[config.mk]
export PLATFORM = sky130hd
export DESIGN_NAME = issue_stage
export DESIGN_NICKNAME = d
export VERILOG_FILES = /design/src/verilog/issue_pkg.sv /design/src/verilog/issue_stage.sv /design/src/verilog/issue_select.sv /design/src/verilog/pipe_steer.sv /design/src/verilog/hazard_check.sv /design/src/verilog/inst_decode.sv /design/src/verilog/issue_queue.sv
export VERILOG_INCLUDE_DIRS = /design/src /design/src/include
export SDC_FILE = /design/constraint.sdc
export NUM_CORES = 2
export LEC_CHECK = 0
export BUFFER_PORTS_ARGS = -buffer_cell sky130_fd_sc_hd__buf_4
export CORE_MARGIN = 1.5
export CORE_UTILIZATION = 55
export CTS_CLUSTER_SIZE = 28
export DETAILED_ROUTE_END_ITERATION = 8
export PLACE_DENSITY_LB_ADDON = 0.08
export SYNTH_ARGS = -nofsm -noshare
export SYNTH_HDL_FRONTEND = slang
export SYNTH_SLANG_ARGS = --single-unit
[constraint.sdc]
create_clock -name clk -period 10.63 [get_ports clk]
set_input_delay 0.5315 -clock clk [delete_from_list [all_inputs] [get_ports clk]]
set_output_delay 0.5315 -clock clk [all_outputs]
set_load 0.05 [all_outputs]
[src/include/issue_config.svh]
`ifndef ISSUE_CONFIG_SVH
`define ISSUE_CONFIG_SVH

// datapath widths.
`define INST_WIDTH     32
`define ADDR_WIDTH     32
`define ID_WIDTH       6
`define NUM_REGS_LOG2  5
`define QUEUE_DEPTH    8

// instruction fields.
`define OPCODE_MSB     31
`define OPCODE_LSB     26
`define RS_MSB         25
`define RS_LSB         21
`define RT_MSB         20
`define RT_LSB         16
`define RD_MSB         15
`define RD_LSB         11

// opcodes the stage looks at.
`define OP_NOP         6'h00
`define OP_CMP         6'h0c
`define OP_TEST        6'h0d
`define OP_JR          6'h0f
`define OP_CMPI        6'h1c
`define OP_TESTI       6'h1d
`define OP_LW          6'h20
`define OP_SW          6'h21

`endif
[src/verilog/issue_pkg.sv]
`include "issue_config.svh"

package issue_pkg;

  // which special lane an instruction needs.
  typedef enum logic [1:0] {
    PIPE_ANY    = 2'd0,
    PIPE_BRANCH = 2'd1,
    PIPE_MEMORY = 2'd2
  } pipe_class_e;

  // one queue entry, prediction fields ride along untouched.
  typedef struct packed {
    logic [`INST_WIDTH-1:0] instruction;
    logic [`ADDR_WIDTH-1:0] pc;
    logic [`ID_WIDTH-1:0]   id;
    logic                   branch_taken;
    logic [`ADDR_WIDTH-1:0] branch_target;
  } issue_entry_t;

  typedef struct packed {
    logic [`NUM_REGS_LOG2-1:0] src0;
    logic [`NUM_REGS_LOG2-1:0] src1;
    logic [`NUM_REGS_LOG2-1:0] dest;
    logic                      use_src0;
    logic                      use_src1;
    logic                      use_dest;
    pipe_class_e               pipe;
  } decoded_t;

  typedef struct packed {
    logic         valid;
    issue_entry_t entry;
  } lane_t;

  // load still in flight.
  typedef struct packed {
    logic                      valid;
    logic [`NUM_REGS_LOG2-1:0] dest;
  } pending_load_t;

endpackage

[src/verilog/issue_stage.sv]
`timescale 1ns/1ps

module issue_stage (
  input  logic                     clk,
  input  logic                     reset,
  input  logic                     flush,
  input  logic                     push0,
  input  logic                     push1,
  input  issue_pkg::issue_entry_t  push_data0,
  input  issue_pkg::issue_entry_t  push_data1,
  input  issue_pkg::pending_load_t pending_load,
  output logic [3:0]               free,
  output issue_pkg::lane_t         lane0,
  output issue_pkg::lane_t         lane1
);

  issue_pkg::issue_entry_t head0;
  issue_pkg::issue_entry_t head1;
  logic [1:0]              head_valid;
  issue_pkg::decoded_t     dec0;
  issue_pkg::decoded_t     dec1;
  logic                    load_block;
  logic                    raw_block;
  logic                    pair_conflict;
  logic                    swap;
  logic [1:0]              pop_count;

  //////////////////////////////////////////////////////////////////////
  // queue and head decode
  //////////////////////////////////////////////////////////////////////

  issue_queue #(
    .payload_t(issue_pkg::issue_entry_t)
  ) queue_i (
    .clk       (clk),
    .reset     (reset),
    .flush     (flush),
    .push0     (push0),
    .push1     (push1),
    .push_data0(push_data0),
    .push_data1(push_data1),
    .pop_count (pop_count),
    .head0     (head0),
    .head1     (head1),
    .head_valid(head_valid),
    .free      (free)
  );

  inst_decode dec0_i (
    .instruction(head0.instruction),
    .dec        (dec0)
  );

  inst_decode dec1_i (
    .instruction(head1.instruction),
    .dec        (dec1)
  );

  //////////////////////////////////////////////////////////////////////
  // checks and selection
  //////////////////////////////////////////////////////////////////////

  hazard_check hazard_i (
    .dec0        (dec0),
    .dec1        (dec1),
    .pending_load(pending_load),
    .load_block  (load_block),
    .raw_block   (raw_block)
  );

  pipe_steer steer_i (
    .dec0         (dec0),
    .dec1         (dec1),
    .pair_conflict(pair_conflict),
    .swap         (swap)
  );

  issue_select select_i (
    .clk          (clk),
    .reset        (reset),
    .flush        (flush),
    .head0        (head0),
    .head1        (head1),
    .head_valid   (head_valid),
    .dec0         (dec0),
    .dec1         (dec1),
    .load_block   (load_block),
    .raw_block    (raw_block),
    .pair_conflict(pair_conflict),
    .swap         (swap),
    .pop_count    (pop_count),
    .lane0        (lane0),
    .lane1        (lane1)
  );

endmodule

[src/verilog/issue_select.sv]
`timescale 1ns/1ps

`include "issue_config.svh"

module issue_select (
  input  logic                    clk,
  input  logic                    reset,
  input  logic                    flush,
  input  issue_pkg::issue_entry_t head0,
  input  issue_pkg::issue_entry_t head1,
  input  logic [1:0]              head_valid,
  input  issue_pkg::decoded_t     dec0,
  input  issue_pkg::decoded_t     dec1,
  input  logic                    load_block,
  input  logic                    raw_block,
  input  logic                    pair_conflict,
  input  logic                    swap,
  output logic [1:0]              pop_count,
  output issue_pkg::lane_t        lane0,
  output issue_pkg::lane_t        lane1
);

  logic             issue0;
  logic             issue1;
  issue_pkg::lane_t lane0_next;
  issue_pkg::lane_t lane1_next;

  assign issue0 = head_valid[0] && !load_block;
  assign issue1 = issue0 && head_valid[1] && !raw_block && !pair_conflict;

  assign pop_count = issue1 ? 2'd2 : (issue0 ? 2'd1 : 2'd0);

  //////////////////////////////////////////////////////////////////////
  // lane routing
  //////////////////////////////////////////////////////////////////////

  always_comb begin
    lane0_next.valid = 1'b0;
    lane1_next.valid = 1'b0;
    lane0_next.entry = head0;
    lane1_next.entry = head1;

    if (issue1) begin
      lane0_next.valid = 1'b1;
      lane1_next.valid = 1'b1;
      lane0_next.entry = swap ? head1 : head0;
      lane1_next.entry = swap ? head0 : head1;
    end else if (issue0) begin
      if (dec0.pipe == issue_pkg::PIPE_MEMORY) begin // single load or store.
        lane1_next.valid = 1'b1;
        lane1_next.entry = head0;
      end else begin
        lane0_next.valid = 1'b1;
      end
    end
  end

  always_ff @(posedge clk) begin
    lane0.entry <= lane0_next.entry;
    lane1.entry <= lane1_next.entry;
    if (reset || flush) begin
      lane0.valid <= 1'b0;
      lane1.valid <= 1'b0;
    end else begin
      lane0.valid <= lane0_next.valid;
      lane1.valid <= lane1_next.valid;
    end
  end

  // a memory op on lane 0 next to a live lane 1 means the steer was wrong.
  a_lane0_no_mem: assert property (@(posedge clk) disable iff (reset)
    (lane0.valid && lane1.valid) |-> lane0.entry.instruction[`OPCODE_MSB -: 2] != 2'b10)
    else $error("memory instruction id %0d on lane 0 beside lane 1", lane0.entry.id);

endmodule

[src/verilog/pipe_steer.sv]
`timescale 1ns/1ps

module pipe_steer (
  input  issue_pkg::decoded_t dec0,
  input  issue_pkg::decoded_t dec1,
  output logic                pair_conflict,
  output logic                swap
);

  always_comb begin
    case ({dec0.pipe, dec1.pipe})
      {issue_pkg::PIPE_BRANCH, issue_pkg::PIPE_BRANCH}: begin // one branch lane.
        pair_conflict = 1'b1;
        swap          = 1'b0;
      end
      {issue_pkg::PIPE_MEMORY, issue_pkg::PIPE_MEMORY}: begin // one memory lane.
        pair_conflict = 1'b1;
        swap          = 1'b0;
      end
      {issue_pkg::PIPE_MEMORY, issue_pkg::PIPE_BRANCH}: begin
        pair_conflict = 1'b0;
        swap          = 1'b1;
      end
      {issue_pkg::PIPE_MEMORY, issue_pkg::PIPE_ANY}: begin
        pair_conflict = 1'b0;
        swap          = 1'b1;
      end
      {issue_pkg::PIPE_ANY, issue_pkg::PIPE_BRANCH}: begin
        pair_conflict = 1'b0;
        swap          = 1'b1;
      end
      default: begin // older already sits in lane 0.
        pair_conflict = 1'b0;
        swap          = 1'b0;
      end
    endcase
  end

endmodule

[src/verilog/hazard_check.sv]
`timescale 1ns/1ps

`include "issue_config.svh"

module hazard_check (
  input  issue_pkg::decoded_t      dec0,
  input  issue_pkg::decoded_t      dec1,
  input  issue_pkg::pending_load_t pending_load,
  output logic                     load_block,
  output logic                     raw_block
);

  logic load_hit0;
  logic load_hit1;

  // true when a used source of d names register r.
  function automatic logic reads_reg(
    input issue_pkg::decoded_t       d,
    input logic [`NUM_REGS_LOG2-1:0] r
  );
    return (d.use_src0 && d.src0 == r) || (d.use_src1 && d.src1 == r);
  endfunction

  assign load_hit0 = pending_load.valid && reads_reg(dec0, pending_load.dest);
  assign load_hit1 = pending_load.valid && reads_reg(dec1, pending_load.dest);

  // either slot waiting on the load holds the whole pair.
  assign load_block = load_hit0 || load_hit1;

  // younger slot reads what the older one writes.
  assign raw_block = dec0.use_dest && reads_reg(dec1, dec0.dest);

endmodule

[src/verilog/inst_decode.sv]
`timescale 1ns/1ps

`include "issue_config.svh"

module inst_decode (
  input  logic [`INST_WIDTH-1:0] instruction,
  output issue_pkg::decoded_t    dec
);

  logic [`OPCODE_MSB-`OPCODE_LSB:0] opcode;
  logic [`NUM_REGS_LOG2-1:0]        rs;
  logic [`NUM_REGS_LOG2-1:0]        rt;
  logic [`NUM_REGS_LOG2-1:0]        rd;

  assign opcode = instruction[`OPCODE_MSB:`OPCODE_LSB];
  assign rs     = instruction[`RS_MSB:`RS_LSB];
  assign rt     = instruction[`RT_MSB:`RT_LSB];
  assign rd     = instruction[`RD_MSB:`RD_LSB];

  always_comb begin
    dec = '0;

    // register usage.
    casez (opcode)
      `OP_NOP: begin
      end
      `OP_JR: begin
        dec.src0     = rs;
        dec.use_src0 = 1'b1;
      end
      6'b00????: begin // alu reg-reg.
        dec.src0     = rs;
        dec.src1     = rt;
        dec.dest     = rd;
        dec.use_src0 = 1'b1;
        dec.use_src1 = 1'b1;
        dec.use_dest = 1'b1;
      end
      6'b01????: begin // alu immediate.
        dec.src0     = rs;
        dec.dest     = rt;
        dec.use_src0 = 1'b1;
        dec.use_dest = 1'b1;
      end
      6'b10????: begin
        if (opcode == `OP_LW) begin
          dec.src0     = rs;
          dec.dest     = rt;
          dec.use_src0 = 1'b1;
          dec.use_dest = 1'b1;
        end else if (opcode == `OP_SW) begin
          dec.src0     = rs;
          dec.src1     = rt;
          dec.use_src0 = 1'b1;
          dec.use_src1 = 1'b1;
        end
      end
      default: begin // jumps read nothing.
      end
    endcase

    // lane class.
    casez (opcode)
      `OP_CMP, `OP_TEST, `OP_CMPI, `OP_TESTI: dec.pipe = issue_pkg::PIPE_BRANCH;
      6'b10????: dec.pipe = issue_pkg::PIPE_MEMORY;
      6'b11????: dec.pipe = issue_pkg::PIPE_BRANCH;
      default:   dec.pipe = issue_pkg::PIPE_ANY;
    endcase
  end

endmodule

[src/verilog/issue_queue.sv]
`timescale 1ns/1ps

`include "issue_config.svh"

module issue_queue #(
  parameter type payload_t = logic [31:0],
  parameter int  depth     = `QUEUE_DEPTH
) (
  input  logic     clk,
  input  logic     reset,
  input  logic     flush,
  input  logic     push0,
  input  logic     push1,
  input  payload_t push_data0,
  input  payload_t push_data1,
  input  logic [1:0] pop_count,
  output payload_t head0,
  output payload_t head1,
  output logic [1:0] head_valid,
  output logic [3:0] free
);

  localparam int ptr_w = $clog2(depth);

  payload_t         mem [depth];
  logic [ptr_w-1:0] rd_ptr;
  logic [ptr_w-1:0] wr_ptr;
  logic [ptr_w-1:0] rd_ptr1;
  logic [ptr_w-1:0] wr_ptr1;
  logic [3:0]       count;
  logic [1:0]       push_n;

  assign push_n  = {1'b0, push0} + {1'b0, push1};
  assign rd_ptr1 = rd_ptr + ptr_w'(1);
  assign wr_ptr1 = wr_ptr + ptr_w'(1);

  //////////////////////////////////////////////////////////////////////
  // storage and pointers
  //////////////////////////////////////////////////////////////////////

  always_ff @(posedge clk) begin
    if (push0) begin
      mem[wr_ptr] <= push_data0; // older entry.
    end
    if (push1) begin
      mem[wr_ptr1] <= push_data1;
    end
  end

  always_ff @(posedge clk) begin
    if (reset || flush) begin
      rd_ptr <= '0;
      wr_ptr <= '0;
      count  <= '0; // same-cycle pushes are dropped too.
    end else begin
      rd_ptr <= rd_ptr + ptr_w'(pop_count);
      wr_ptr <= wr_ptr + ptr_w'(push_n);
      count  <= count + 4'(push_n) - 4'(pop_count);
    end
  end

  assign head_valid = {count > 4'd1, count != 4'd0};
  // empty slots read as zero, so they decode as nop.
  assign head0 = head_valid[0] ? mem[rd_ptr] : '0;
  assign head1 = head_valid[1] ? mem[rd_ptr1] : '0;
  assign free  = 4'(depth) - count;

  //////////////////////////////////////////////////////////////////////
  // protocol checks
  //////////////////////////////////////////////////////////////////////

  a_push_room: assert property (@(posedge clk) disable iff (reset)
    4'(push_n) <= free)
    else $error("push of %0d entries with only %0d free", push_n, free);

  a_pop_occupancy: assert property (@(posedge clk) disable iff (reset)
    4'(pop_count) <= count)
    else $error("pop of %0d entries with only %0d held", pop_count, count);

  a_push_order: assert property (@(posedge clk) disable iff (reset)
    push1 |-> push0)
    else $error("push1 without push0");

endmodule

* After elaboration in Yosys (flattened, before gate mapping)
Memory sizes are Yosys's and may differ from the RTL's. A register that Yosys moved wholly into a read port is not among the register bits.
Cells that the tools add are included.
** Storage, ports and cells
- Memories :: 1
- Register bits :: 218
- Input bits :: 217
- Bits in writable memories :: 824
- Output and inout bits :: 212
** Memory list
- queue_i.mem :: depth 8, width 103, read ports 2, clocked after memory_dff 1, write ports 2, line issue_queue.sv:25 : payload_t mem [depth];
** Operators by class
- Magnitude comparators :: 1
- Multiplexer cells :: 56
- Eq/ne operators :: 32
- $add $sub $neg :: 8
- Reduce and logical (&&, ||, !) cells :: 34
** Operators by type and width (count)
- $mux W103 :: 5
- $mux W104 :: 3
- $pmux W5 S2 :: 6
- $mux W5 :: 8
- $eq A6 B4 Y1 const B :: 6
- $eq A5 B5 Y1 :: 6
- $eq A6 B5 Y1 const B :: 4
- $eq A6 B6 Y1 const B :: 4
- $mux W10 :: 2
- $mux W1 :: 18
- $pmux W5 S3 :: 1
- $pmux W1 S2 :: 7
- $logic_and A1 B1 Y1 :: 13
- $eq A4 B4 Y1 const B :: 3
- $logic_not A6 Y1 :: 2
- $eq A2 B2 Y1 const B :: 5
- $reduce_or A2 Y1 :: 5
- $reduce_or A5 Y1 :: 2
- $pmux W2 S2 :: 2
- $add A3 B1 Y3 const B :: 2
- $add A3 B2 Y3 :: 2
- $mux W2 :: 3
- $logic_or A1 B1 Y1 :: 5
- $add A4 B2 Y4 :: 1
- 12 further kinds :: 16

* Logic depth before layout (Yosys ltp)
An unclocked memory read counts as a cell.
- Depth after elaboration :: 21
- Mapped depth :: 23
- Depth with buffers taken out :: 19

* Cells and area by module
Synthesis repeated with hierarchy kept, for this count alone.
** Second synthesis, totals
- Cells, all modules :: 3168
- Area, all modules :: 55263.0 µm²
** By module, submodules not included
- issue_queue :: cells each 2589, times used 1, area each 47191.5 µm²
- issue_select :: cells each 451, times used 1, area each 7088.0 µm²
- inst_decode :: cells each 39, times used 2, area each 295.3 µm²
- hazard_check :: cells each 45, times used 1, area each 357.8 µm²
- pipe_steer :: cells each 5, times used 1, area each 35.0 µm²

* Worst setup path before layout
OpenSTA, ideal clock, no wires.
- Kind :: register to register
- Start :: reg queue_i.wr_ptr[0]
- End :: mem queue_i.mem[3][0] (netlist bit) (enable)
- Clock period less this slack :: 8.572 ns
- Slack :: 2.058 ns
- Required time :: 9.923 ns
- Arrival :: 7.865 ns
- Cell stages (with the launch flop) :: 4
- Path through :: dfxtp_1 -> clkbuf_1 -> nand2_1 -> o21ai_0
** RTL lines
- from (decl) :: line issue_queue.sv:27 : logic [ptr_w-1:0] wr_ptr;
- from (signal assigned) :: line issue_queue.sv:57 : wr_ptr <= wr_ptr + ptr_w'(push_n);
- to (decl) :: line issue_queue.sv:25

==> results.py <==
metrics = {
    "status": {
        "status": "finished, final reports clean",
    },
    "route": {
        "route.detailed.drc": 0,
        "avgViaCountPerCell": 6.47,
        "antenna_left": 0,
        "dr.pass1.iters": 7,
        "vias": 35200,
        "wl_per_cell_um": 30.1,
        "drt-initial-drc-count": 3524,
        "routed_wl_um": 164000,
    },
    "pwr": {
        "power_switching_mw": 6.28,
        "clockPowerShare_pct": 24.0,
        "p_int_mw": 10.5,
        "pwr-share-seq_pct": 30.7,
        "power.leakage_nw": 22.6,
        "switching_share_pct": 37.3,
        "power_density_nw_per_um2": 263,
        "power_frac_comb_pct": 45.4,
        "ir_drop_v": 0.000310,
    },
    "sta": {
        "min_period_over_period_pct": 61.2,
        "tightest_slew_ns": 1.13,
        "max_slew_margin_pct": 24.9,
        "rsz0062_at_grt": "false",
        "min_period_ns": 6.50,
        "setup-tns-final_ns": 0,
        "final-setup-viol-count": 0,
        "slew_viol_final": 0,
        "fmax_ghz": 0.154,
        "hold_viol_final": 0,
        "finalHoldWorstSlack_ns": 0.170,
        "fin_skew_ns": 0.0189,
    },
    "critical_path": {
        "crit_fanout": 49,
        "reg2regPathDepth": 15,
        "rrSetupSlack_ns": 4.13,
        "worstPathArrival_ns": 7.12,
        "end_kind": "flop",
        "crit_start": "queue_i.rd_ptr[0]",
        "reg2reg_from": "queue_i.rd_ptr[0]",
        "crit_end": "select_i.lane0[4]",
        "cp.required_ns": 11.24,
        "worstSetupStartpointType": "flop",
        "r2r_end": "select_i.lane0[4]",
        "crit_type": "reg2reg",
    },
    "clocking": {
        "cts_resized": 0,
        "worstSkewPairLatency_ns": 0.71,
        "cts_num_sinks": 1042,
        "ctsLongestPathBuffers": 3,
        "cts_tree": "yes",
        "cts_root_buf": "clkbuf_16",
        "cts_inserted_buffers": 112,
        "cts_htree_levels": 3,
        "cts_hold_buf": 0,
        "path_clk_slew_ns": 0.06,
        "cts_setup_buffers": 0,
    },
    "final_layout": {
        "mostFrequentLayoutCell": "mux2_2",
        "final_cells": 5434,
        "seq_area_um2": 29100,
        "area_growth_syn_to_layout_pct": 14.9,
        "nets": 4200,
        "drive_above_1_share_pct": 49.4,
        "layout_common_cells": "mux2_2 (922), edfxtp_1 (824), nand2_1 (509), buf_4 (471), mux4_2 (391)",
        "nFillCells": 7573,
        "multiInputGateArea_um2": 25600,
    },
    "logic_synthesis": {
        "synthArstFlopShare_pct": 0,
        "netlist_area_um2": 55700,
        "synth-edff-count": 824,
        "synth_seq_area_share_pct": 52.2,
        "synthTopCellsByArea": "edfxtp_1 (44%), mux2_2 (19%), mux4_2 (16%)",
        "synth-main-ff-cell": "edfxtp_1",
        "yosys.area.top_type": "edfxtp_1",
        "avgSynthCellArea_um2": 15.3,
        "yosys.area.top_type_share_pct": 44.4,
        "yosysWarnings": 0,
        "synth_seq_cells": 1042,
        "syn_inst": 3639,
        "syn_nets": 3874,
        "synthDistinctLibCells": 70,
    },
    "placed_design": {
        "gp_congestion": 0.846,
        "place_inst": 5208,
        "numPortBuffers": 428,
        "place_hpwl_um": 86800,
    },
    "die": {
        "dieHeight_um": 321,
        "rows": 116,
        "coreArea_um2": 100000,
        "die-area_um2": 103000,
        "io_pins": 429,
        "die_w_um": 321,
        "initial_utilization_pct": 55.6,
    },
    "global_routing": {
        "antenna_found_initial": 33,
        "grt_pass1_vias": 35600,
        "grt_overflow": 0,
        "grt_pass1_wl_um": 238000,
        "grt_usage_pct": 31.5,
        "grt_max_degree": 124,
    },
    "flow_run": {
        "maxCapViolations": 0,
    },
    "hold_path": {
        "hp-class": "in2reg",
    },
}
## power groups by stage
stage | combinational (mW) | sequential [mW] | clock (mW)
2_1_floorplan | 4.96 | 5.99 | 0
3_3_place_gp | 7.55 | 5.24 | 0
3_5_place_dp | 7.62 | 5.24 | 0
4_1_cts | 7.65 | 5.16 | 4.08
5_1_grt | 8.12 | 5.19 | 4.23
6_report | 7.63 | 5.16 | 4.03
## Yosys cell counts (all sizes together) (15+ instances only)
master  count
a22oi      16
buf        96
clkbuf    173
dfxtp     218
edfxtp    824
inv        15
mux2      923
mux2i     248
mux4      391
nand2     510
nand3      22
nor2       17
xnor2      20
## kinds of logic after synthesis
logic type                 count (synthesis)  synth area share, %
AOI/OAI and AO/OA                         76                0.981
adders and majority gates                 18                0.458
buffers and inverters                    285                 2.22
muxes                                   1562                 38.9
DFF                                     1042                 52.2
xor gates and xnor gates                  31                0.501
and+or+nand+nor                          625                 4.73
## metal layers
layer / wire, um / global-route usage (%)
met4: 4160 / 9.18
met3: 13800 / 6.40
met1: 66800 / 43.3
met2: 78600 / 50.9
met5: 235 / 0
## final cells by class
cell class,instances,share of cell area (%)
Antenna cell,12,0.0469
Clock buffer,160,5.01
Clock inverter,54,0.924
Inverter,16,0.102
Multi-Input combinational cell,2312,40.0
Sequential cell,1042,45.5
Tap cell,1357,2.65
Timing Repair Buffer,481,5.83
## through the flow
stage                     total power [mW]  util (%)  setup WS (ns)  cell area, um^2
final                                 16.8      63.9           4.13            64000
after global routing                  17.5      63.9           3.73            64000
after CTS                             16.9      63.8           4.12            64000
after detailed placement              12.9      60.0           4.15            60200
after global placement                12.8      60.0           4.30            60200
after floorplan                       11.0         -           2.06            55700
## flip-flops by register name (all words and copies together), names as in the netlist
| signal | flops |
|---|---|
| queue_i.mem | 824 |
| select_i.lane0 | 104 |
| select_i.lane1 | 104 |
| queue_i.count | 4 |
| queue_i.rd_ptr | 3 |
| queue_i.wr_ptr | 3 |
## how the worst min path moves through the flow
stage | start | endpoint | slack [ns] | cells after the start
6_report | reset | queue_i.rd_ptr[0] | 0.17 | 3
5_1_grt | reset | queue_i.rd_ptr[0] | 0.16 | 3
4_1_cts | reset | queue_i.rd_ptr[0] | 0.13 | 3
3_5_place_dp | queue_i.wr_ptr[2] | queue_i.wr_ptr[2] | 0.61 | 2
3_3_place_gp | queue_i.wr_ptr[2] | queue_i.wr_ptr[2] | 0.61 | 2
2_1_floorplan | queue_i.wr_ptr[2] | queue_i.wr_ptr[2] | 0.57 | 2
## worst max-delay path: stages (launching register included)
cell	delay, ns
dfxtp_4	0.86
ha_4	0.34
buf_4	0.55
buf_4	0.86
and3_1	0.29
a21oi_1	0.04
nand3_1	0.25
o31a_1	0.18
o2111ai_1	0.23
and4_1	0.25
o2111ai_1	0.24
and3_1	0.36
nor3b_4	0.25
buf_4	0.61
buf_4	0.65
mux2i_1	0.29
Note: power is estimated with default switching activity, not from simulation.
